File: src/srt_config.svh
// SRT divider and square-root configuration
// Operand, mantissa and residual widths shared by every block

`ifndef SRT_CONFIG_SVH
`define SRT_CONFIG_SVH

// Integer operand width
`define XLEN 32

// Normalized mantissa width
// Operand width plus guard bits, rounded up to an even count
`define DIVLEN (((`XLEN + 3) / 2) * 2)

// Carry-save residual width, four integer bits above the mantissa
`define RESLEN (`DIVLEN + 4)

// Width of iteration and shift counts
`define CNTW $clog2(`XLEN + 1)

`endif

File: src/divIfPkg.sv
// SRT unit port types
// Request and response structures seen at the top level

`include "srt_config.svh"

package divIfPkg;

  // Operation select
  typedef enum logic {
    opDiv  = 1'b0,
    opSqrt = 1'b1
  } srtOpE;

  // One request, issued with start
  // b is ignored for square root
  typedef struct packed {
    srtOpE             op;
    logic [`XLEN-1:0]  a;
    logic [`XLEN-1:0]  b;
  } srtReqT;

  // Result, held from done until the next accepted start
  typedef struct packed {
    logic [`XLEN-1:0]  res;
    logic [`XLEN-1:0]  rem;
    logic              divByZero;
  } srtRspT;

endpackage

File: src/srtDatapathPkg.sv
// SRT datapath types
// Residual, digit, preparation and converter state structures

`include "srt_config.svh"

package srtDatapathPkg;
  import divIfPkg::*;

  // One-hot result digit +1, 0, -1
  typedef struct packed {
    logic qp;
    logic qz;
    logic qn;
  } srtDigitT;

  // Residual in carry-save form
  typedef struct packed {
    logic [`RESLEN-1:0] ws;
    logic [`RESLEN-1:0] wc;
  } srtResidualT;

  // Preprocessed operation
  typedef struct packed {
    srtOpE              op;
    logic [`RESLEN-1:0] x;
    logic [`RESLEN-1:0] d;
    logic [`CNTW-1:0]   dur;
    logic [`CNTW-1:0]   shift;
    logic               divByZero;
  } srtPrepT;

  // On-the-fly converter state, S and S minus one ulp
  typedef struct packed {
    logic [`RESLEN-1:0] s;
    logic [`RESLEN-1:0] sm;
  } srtRootT;

endpackage

File: src/srtPreproc.sv
// SRT operand preprocessing
// Normalizes the operands by leading-zero count, builds the start
// residual and the divisor, and derives iteration count and shift

`timescale 1ns/1ps

`include "srt_config.svh"

module srtPreproc
  import divIfPkg::*;
  import srtDatapathPkg::*;
(
  input  srtReqT  req,
  output srtPrepT prep
);

  localparam int Xlen   = `XLEN;
  localparam int Divlen = `DIVLEN;
  localparam int Reslen = `RESLEN;
  localparam int Cntw   = `CNTW;
  // Fraction bits below the operand once it sits under the integer one
  localparam int Guard  = Divlen - Xlen + 1;

  logic [Cntw-1:0]   lzA, lzB, normShift, sqShift;
  logic [Xlen-1:0]   aDiv, aSq, bNorm;
  logic [Reslen-1:0] xDiv, xSq, sqrtTwo;
  logic              isSqrt, zeroDiv;

  // Leading zeros, XLEN for a zero word
  function automatic logic [Cntw-1:0] lzc(input logic [Xlen-1:0] v);
    logic [Cntw-1:0] n;
    logic            found;
    n = Cntw'(Xlen);
    found = 1'b0;
    for (int i = Xlen - 1; i >= 0; i--) begin
      if (!found && v[i]) begin
        n = Cntw'(Xlen - 1 - i);
        found = 1'b1;
      end
    end
    return n;
  endfunction

  assign isSqrt = (req.op == opSqrt);
  assign lzA = lzc(req.a);
  assign lzB = lzc(req.b);
  assign zeroDiv = !isSqrt && (req.b == '0);

  ////////////////////
  // Division
  ////////////////////
  // Dividend shift never exceeds the divisor shift, keeps dur >= 1
  assign normShift = (lzA < lzB) ? lzA : lzB;
  assign aDiv = req.a << normShift;
  assign bNorm = req.b << lzB;
  assign xDiv = {3'b000, aDiv, {Guard{1'b0}}};

  ////////////////////
  // Square root
  ////////////////////
  // Even shift, odd lzc leaves the radicand in [1/4,1/2)
  assign sqShift = {lzA[Cntw-1:1], 1'b0};
  assign aSq = req.a << sqShift;
  // Start residual is 2*(x - 1) with S starting at 1
  assign sqrtTwo = Reslen'(2) << Divlen;
  assign xSq = {3'b000, aSq, {Guard{1'b0}}} - sqrtTwo;

  assign prep.op = req.op;
  assign prep.x = isSqrt ? xSq : xDiv;
  assign prep.d = {3'b000, bNorm, {Guard{1'b0}}};
  assign prep.divByZero = zeroDiv;

  // Quotient digits from the exponent difference, fixed for root
  always_comb begin
    if (isSqrt) begin
      prep.dur = Cntw'(Divlen / 2 + 1);
      prep.shift = sqShift;
    end else if (zeroDiv) begin
      prep.dur = Cntw'(1);
      prep.shift = normShift;
    end else begin
      prep.dur = lzB - normShift + Cntw'(1);
      prep.shift = lzB;
    end
  end

endmodule

File: src/srtResidualStep.sv
// SRT residual iteration
// Holds the carry-save residual and the registered preparation,
// selects the next digit and forms the next residual through a CSA

`timescale 1ns/1ps

`include "srt_config.svh"

module srtResidualStep
  import divIfPkg::*;
  import srtDatapathPkg::*;
(
  input  logic              clk,
  input  logic              arstN,
  input  logic              load,
  input  logic              iterate,
  input  srtPrepT           prepIn,
  input  logic [`RESLEN-1:0] f,
  output srtDigitT          digit,
  output srtResidualT       resid,
  output srtPrepT           prepReg
);

  localparam int Reslen = `RESLEN;

  logic [Reslen-1:0] addIn, dSel, wsA, wcA;
  logic [3:0]        est;
  logic              cin, isSqrt;

  assign isSqrt = (prepReg.op == opSqrt);

  ////////////////////
  // Registers
  ////////////////////
  always_ff @(posedge clk or negedge arstN) begin
    if (!arstN) begin
      prepReg <= '0;
      resid <= '0;
    end else if (load) begin
      // New operation, whole preparation held for postprocessing
      prepReg <= prepIn;
      resid.ws <= prepIn.x;
      resid.wc <= '0;
    end else if (iterate) begin
      // Stored value is already twice the residual
      resid.ws <= {wsA[Reslen-2:0], 1'b0};
      resid.wc <= {wcA[Reslen-2:0], 1'b0};
    end
  end

  ////////////////////
  // Digit selection
  ////////////////////
  // Estimate from the four integer bits of each carry-save word
  assign est = resid.ws[Reslen-1:Reslen-4] + resid.wc[Reslen-1:Reslen-4];

  // -1 gives zero digit, any other negative gives -1
  assign digit.qz = (est == 4'b1111);
  assign digit.qp = !est[3];
  assign digit.qn = est[3] && !digit.qz;

  // Divisor term, ~d with carry-in subtracts d
  always_comb begin
    if (digit.qp) begin
      dSel = ~prepReg.d;
    end else if (digit.qz) begin
      dSel = '0;
    end else begin
      dSel = prepReg.d;
    end
  end

  // Root term already comes in two's complement form
  assign addIn = isSqrt ? f : dSel;
  assign cin = !isSqrt && digit.qp;

  ////////////////////
  // Carry-save adder
  ////////////////////
  assign wsA = resid.ws ^ resid.wc ^ addIn;
  assign wcA = {(resid.ws[Reslen-2:0] & resid.wc[Reslen-2:0]) |
                (resid.ws[Reslen-2:0] & addIn[Reslen-2:0]) |
                (resid.wc[Reslen-2:0] & addIn[Reslen-2:0]), cin};

endmodule

File: src/srtOnTheFlyConv.sv
// SRT on-the-fly converter
// Builds the quotient or root and its decremented copy as digits
// arrive, and forms the square-root adder input

`timescale 1ns/1ps

`include "srt_config.svh"

module srtOnTheFlyConv
  import divIfPkg::*;
  import srtDatapathPkg::*;
(
  input  logic               clk,
  input  logic               arstN,
  input  logic               load,
  input  logic               iterate,
  input  srtOpE              op,
  input  srtDigitT           digit,
  output srtRootT            root,
  output logic [`RESLEN-1:0] f
);

  localparam int Reslen = `RESLEN;
  localparam int Divlen = `DIVLEN;

  logic [Reslen-1:0] c, bitPos, fPos, fNeg;
  logic              isSqrt;

  assign isSqrt = (op == opSqrt);

  // Weight of the digit being resolved, lowest one of C
  assign bitPos = c & ~(c << 1);

  always_ff @(posedge clk or negedge arstN) begin
    if (!arstN) begin
      c <= '0;
      root <= '0;
    end else if (load) begin
      // First digit weight is 1 for division, 1/2 for root
      c <= {4'b1111, isSqrt, {(Divlen - 1){1'b0}}};
      root.s <= {3'b000, isSqrt, {Divlen{1'b0}}};
      root.sm <= '0;
    end else if (iterate) begin
      c <= {1'b1, c[Reslen-1:1]};
      if (digit.qp) begin
        root.s <= root.s | bitPos;
        root.sm <= root.s;
      end else if (digit.qn) begin
        root.s <= root.sm | bitPos;
        root.sm <= root.sm;
      end else begin
        root.s <= root.s;
        root.sm <= root.sm | bitPos;
      end
    end
  end

  ////////////////////
  // Root adder input
  ////////////////////
  // +1 digit subtracts 2S plus the new weight
  assign fPos = ~(root.s << 1) & c;
  // -1 digit adds 2SM plus three times the new weight
  assign fNeg = (root.sm << 1) | (c & (~c << 2));

  always_comb begin
    if (digit.qp) begin
      f = fPos;
    end else if (digit.qn) begin
      f = fNeg;
    end else begin
      f = '0;
    end
  end

endmodule

File: src/srtSequencer.sv
// SRT sequencer
// Accepts a start while idle, counts the iterations and pulses done

`timescale 1ns/1ps

`include "srt_config.svh"

module srtSequencer (
  input  logic            clk,
  input  logic            arstN,
  input  logic            start,
  input  logic            flush,
  input  logic [`CNTW-1:0] dur,
  output logic            load,
  output logic            busy,
  output logic            done
);

  logic [`CNTW-1:0] cnt, durQ;

  // Start while busy is dropped
  assign load = start && !busy;

  always_ff @(posedge clk or negedge arstN) begin
    if (!arstN) begin
      busy <= 1'b0;
      done <= 1'b0;
      cnt <= '0;
      durQ <= '0;
    end else begin
      done <= 1'b0;
      if (load) begin
        busy <= 1'b1;
        cnt <= '0;
        durQ <= dur;
      end else if (busy) begin
        if (flush) begin
          // Abort without a done pulse
          busy <= 1'b0;
        end else if (cnt == durQ - 1'b1) begin
          busy <= 1'b0;
          done <= 1'b1;
        end else begin
          cnt <= cnt + 1'b1;
        end
      end
    end
  end

endmodule

File: src/srtPostproc.sv
// SRT postprocessing
// Resolves the residual sign, picks S or SM, restores the remainder
// and shifts results back to integer scale

`timescale 1ns/1ps

`include "srt_config.svh"

module srtPostproc
  import divIfPkg::*;
  import srtDatapathPkg::*;
(
  input  srtResidualT resid,
  input  srtRootT     root,
  input  srtPrepT     prep,
  output srtRspT      rsp
);

  localparam int Xlen   = `XLEN;
  localparam int Divlen = `DIVLEN;
  localparam int Reslen = `RESLEN;
  localparam int Guard  = Divlen - Xlen + 1;

  logic [Reslen-1:0] wSum, w, rootSel, remW, quotFull, remFull, rootFull;
  logic [Reslen-1:0] aNorm, sqrtTwo;
  logic [Xlen-1:0]   aOrig, quot, divRem, sqRoot, sqRem;
  logic              neg, isSqrt;

  assign isSqrt = (prep.op == opSqrt);

  ////////////////////
  // Residual sign
  ////////////////////
  // Register holds twice the final residual
  assign wSum = resid.ws + resid.wc;
  assign w = {wSum[Reslen-1], wSum[Reslen-1:1]};
  assign neg = w[Reslen-1];

  // Negative residual means the last digit overshot by one ulp
  assign rootSel = neg ? root.sm : root.s;
  assign remW = neg ? w + prep.d : w;

  // Original a recovered from the start residual
  assign sqrtTwo = Reslen'(2) << Divlen;
  assign aNorm = (isSqrt ? prep.x + sqrtTwo : prep.x) >> Guard;
  assign aOrig = aNorm[Xlen-1:0] >> prep.shift;

  ////////////////////
  // Division
  ////////////////////
  // Last digit sits dur-1 places below the integer one
  assign quotFull = rootSel >> (Divlen + 1 - prep.dur);
  assign quot = quotFull[Xlen-1:0];
  assign remFull = remW >> (Guard + prep.shift);
  assign divRem = remFull[Xlen-1:0];

  ////////////////////
  // Square root
  ////////////////////
  // Half the radicand shift comes back out of the root
  assign rootFull = rootSel >> (Divlen - Xlen / 2 + prep.shift / 2);
  assign sqRoot = rootFull[Xlen-1:0];
  assign sqRem = aOrig - sqRoot * sqRoot;

  always_comb begin
    rsp.divByZero = prep.divByZero;
    if (isSqrt) begin
      rsp.res = sqRoot;
      rsp.rem = sqRem;
    end else if (prep.divByZero) begin
      rsp.res = '1;
      rsp.rem = aOrig;
    end else begin
      rsp.res = quot;
      rsp.rem = divRem;
    end
  end

endmodule

File: src/srtDivSqrt.sv
// Radix-2 SRT integer divide and square root
// One operation at a time, start strobe in and done pulse out

`timescale 1ns/1ps

`include "srt_config.svh"

module srtDivSqrt
  import divIfPkg::*;
  import srtDatapathPkg::*;
(
  input  logic   clk,
  input  logic   arstN,
  input  logic   start,
  input  logic   flush,
  input  srtReqT req,
  output logic   busy,
  output logic   done,
  output srtRspT rsp
);

  srtPrepT              prep, prepReg;
  srtDigitT             digit;
  srtResidualT          resid;
  srtRootT              root;
  logic [`RESLEN-1:0]   f;
  logic                 load;

  srtPreproc srtPreproc_i (
    .req  (req),
    .prep (prep)
  );

  srtSequencer srtSequencer_i (
    .clk   (clk),
    .arstN (arstN),
    .start (start),
    .flush (flush),
    .dur   (prep.dur),
    .load  (load),
    .busy  (busy),
    .done  (done)
  );

  // Datapath advances on every busy cycle
  srtResidualStep srtResidualStep_i (
    .clk     (clk),
    .arstN   (arstN),
    .load    (load),
    .iterate (busy),
    .prepIn  (prep),
    .f       (f),
    .digit   (digit),
    .resid   (resid),
    .prepReg (prepReg)
  );

  srtOnTheFlyConv srtOnTheFlyConv_i (
    .clk     (clk),
    .arstN   (arstN),
    .load    (load),
    .iterate (busy),
    .op      (req.op),
    .digit   (digit),
    .root    (root),
    .f       (f)
  );

  srtPostproc srtPostproc_i (
    .resid (resid),
    .root  (root),
    .prep  (prepReg),
    .rsp   (rsp)
  );

endmodule

File: config.mk
export PLATFORM = sky130hd
export DESIGN_NAME = srtDivSqrt
export DESIGN_NICKNAME = d
export VERILOG_FILES = /design/src/divIfPkg.sv /design/src/srtDatapathPkg.sv /design/src/srtPreproc.sv /design/src/srtResidualStep.sv /design/src/srtOnTheFlyConv.sv /design/src/srtSequencer.sv /design/src/srtPostproc.sv /design/src/srtDivSqrt.sv
export VERILOG_INCLUDE_DIRS = /design/src
export SDC_FILE = /design/constraint.sdc
export NUM_CORES = 2
export LEC_CHECK = 0
export BUFFER_PORTS_ARGS = -buffer_cell sky130_fd_sc_hd__buf_2
export CAP_MARGIN = 20
export CORE_ASPECT_RATIO = 1.1
export CORE_UTILIZATION = 65
export CTS_CLUSTER_SIZE = 25
export DETAILED_ROUTE_END_ITERATION = 8
export GPL_TIMING_DRIVEN = 1
export PLACE_DENSITY_LB_ADDON = 0.05
export SLEW_MARGIN = 20
export SYNTH_ARGS = -nofsm -noshare
export SYNTH_HDL_FRONTEND = slang
export SYNTH_HIERARCHICAL = 1
export SYNTH_SLANG_ARGS = --single-unit
File: constraint.sdc
create_clock -name clk -period 23.8 [get_ports clk]
set_input_delay 1.19 -clock clk [delete_from_list [all_inputs] [get_ports clk]]
set_output_delay 1.19 -clock clk [all_outputs]
set_load 0.05 [all_outputs]
==> results.toml <==
[yosys]
yosysWarningCount = 6
syn_area_per_cell_sq_um = 8.41
synth.cell_area_sq_mm = 0.0449
netlist_instances = 5337

[route]
avgRoutedWirePerCell_microns = 26.4
postRouteAntennaNets = 0
vias = 42893
routed_wl_microns = 164000
remaining_drc_errors = 0
first_pass_iters = 7
drt_iter0_drc = 5857
vias_per_cell = 6.91

[floorplan]
std_cell_rows = 100
fp.dieArea_sq_mm = 0.0701
io_pins = 136
die_w_microns = 253
fp.coreArea_sq_mm = 0.0679
die_y_microns = 278
initial_utilization = 0.660

[timing]
hold_viol_final = 0
slew_violations = 0
setup_viol = 0
slew-limit-headroom = 0.235
tightest_slew_ns = 1.14
timing.fmax_ghz = 0.0610
period_share = 0.689
holdWs_ns = 0.506
skew_ns = 0.0278
finalSetupTns_ns = 0
grt_setup_unrepaired = "false"
timing.final.crit_period_ns = 16.40

[cts]
cts-buffers-inserted = 35
clock_path_buffers = 3
cts.sinks = 287
postCtsResizedCells = 0
cts_root_buf = "clkbuf_16"
htree_levels = 2
clkTransAtPathRegs_ns = 0.06
postCtsHoldBufs = 0
insertion_delay_ns = 0.57
cts_tree = "built"
cts_setup_buffers = 0

[finish]
layout-drive-gt1-share = 0.103
finalNetCount = 5933
fillCellCount = 5498
syn_to_final_growth_pct = 4.66
fin_area_sq_mm = 0.0470

[critical_path]
worstSetupPathType = "reg -> out"
cp-startpoint = "srtResidualStep_i/resid[8]$_DFFE_PN0P_"
start_kind = "register"
cpPeakStageDelay_ns = 1.04
endpoint_kind = "primary output"
critPathSlowestCell = "clkinv_1"
r2r_start = "srtResidualStep_i/resid[36]$_DFFE_PN0P_"
cp.arrival_ns = 15.21
cp.required_ns = 22.61
cp_common_cell = "fa_1"
crit_path_max_fanout = 43

[placement]
port_buffers = 135
placedInstanceArea_sq_mm = 0.0458
dp_hpwl_microns = 129000
place_congestion = 1.07

[global_routing]
grt_pass1_vias = 41372
grtUsageTotal = 0.463
grt_overflow = 0
grt_pass1_wl_microns = 248000
grt_max_degree = 92
antenna_found_initial = 3

[worst_hold_path]
hp-class = "reg -> reg"
hold_start = "srtOnTheFlyConv_i/c[37]$_DFFE_PN0P_"

[flow_run]
cap_violations = 0

[status]
status = "finished, final reports clean"
-- layout by cell type, fill, tap and decap left out, drive strengths merged, types with 28 or more instances in the layout --
master  instances
ha            252
a221oi         30
buf           203
o211ai         28
fa            345
nand2b         75
xnor2          68
a22o           47
mux2i         370
a211oi         54
and3           42
mux2           93
dfrtp         287
nand3         100
xor2           42
a22oi          39
mux4          102
a21o           45
nand2         564
nor2          426
clkbuf         48
a32o           40
and2           59
a21oi         280
o22ai         102
a31oi          32
inv           698
nor3           79
o21ai         297
-- layer usage --
metal | routed length [microns] | track usage | vias to the layer above
li1 | - | - | 18489
met1 | 59800 | 0.591 | 20735
met2 | 71500 | 0.704 | 2979
met3 | 18000 | 0.0863 | 688
met4 | 14500 | 0.339 | 2
met5 | 79 | 0.00836 | -
-- worst paths after layout --
path	end	slack, ns	cells past startpoint
worst max-delay path	rsp[32]	7.40	42
worst min-delay path	srtOnTheFlyConv_i/c[37]$_DFFE_PN0P_	0.51	1
worst max register to register	srtResidualStep_i/resid[53]$_DFFE_PN0P_	18.18	13
worst min register to register	srtOnTheFlyConv_i/c[37]$_DFFE_PN0P_	0.51	1
max in group asynchronous	srtResidualStep_i/prepReg[3]$_DFFE_PN0P_	21.06	3
min in group asynchronous	srtResidualStep_i/resid[62]$_DFFE_PN0P_	0.63	1
-- state kept, by name, summed over array words and instances (netlist names) --
name and flops:
srtResidualStep_i/prepReg 83, srtResidualStep_i/isSqrt 1, srtResidualStep_i/resid 75, srtSequencer_i/durQ 6
srtSequencer_i/cnt 6, srtOnTheFlyConv_i/root 76, srtOnTheFlyConv_i/c 38, srtSequencer_i/busy 1
srtSequencer_i/done 1
-- layout make-up --
type                            instances  area, sq um  share of cell area
Antenna cell                            1         2.50           0.0000533
Clock buffer                           48         1000              0.0214
Clock inverter                         11          183             0.00389
Inverter                              701         2640              0.0562
Multi-Input combinational cell       4039        33600               0.715
Sequential cell                       287         7200               0.153
Tap cell                              918         1150              0.0245
Timing Repair Buffer                  203         1210              0.0258
-- per-stage QoR --
step / setup WS, ns / std cells / util
global placement: 8.81 / 6146 / 0.673
floorplan: 10.54 / 5345 / -
detailed placement: 8.50 / 6147 / 0.674
CTS: 7.87 / 6206 / 0.691
global route: 6.92 / 6207 / 0.691
finish: 7.40 / 6208 / 0.691
-- worst max-delay path: cells and delay by family, from the launching register on --
| family | cells | cell delay [ns] |
|---|---|---|
| DFF | 1 | 0.41 |
| xor gates and xnor gates | 1 | 0.17 |
| AOI/OAI and AO/OA | 13 | 4.41 |
| adders and majority gates | 10 | 4.47 |
| buffers and inverters | 9 | 2.28 |
| and+or+nand+nor | 7 | 1.98 |
| muxes | 2 | 0.88 |
Power is left out: the tool's default activity adds up to more than one toggle a clock period on the data nets, which glitch-free logic cannot reach.
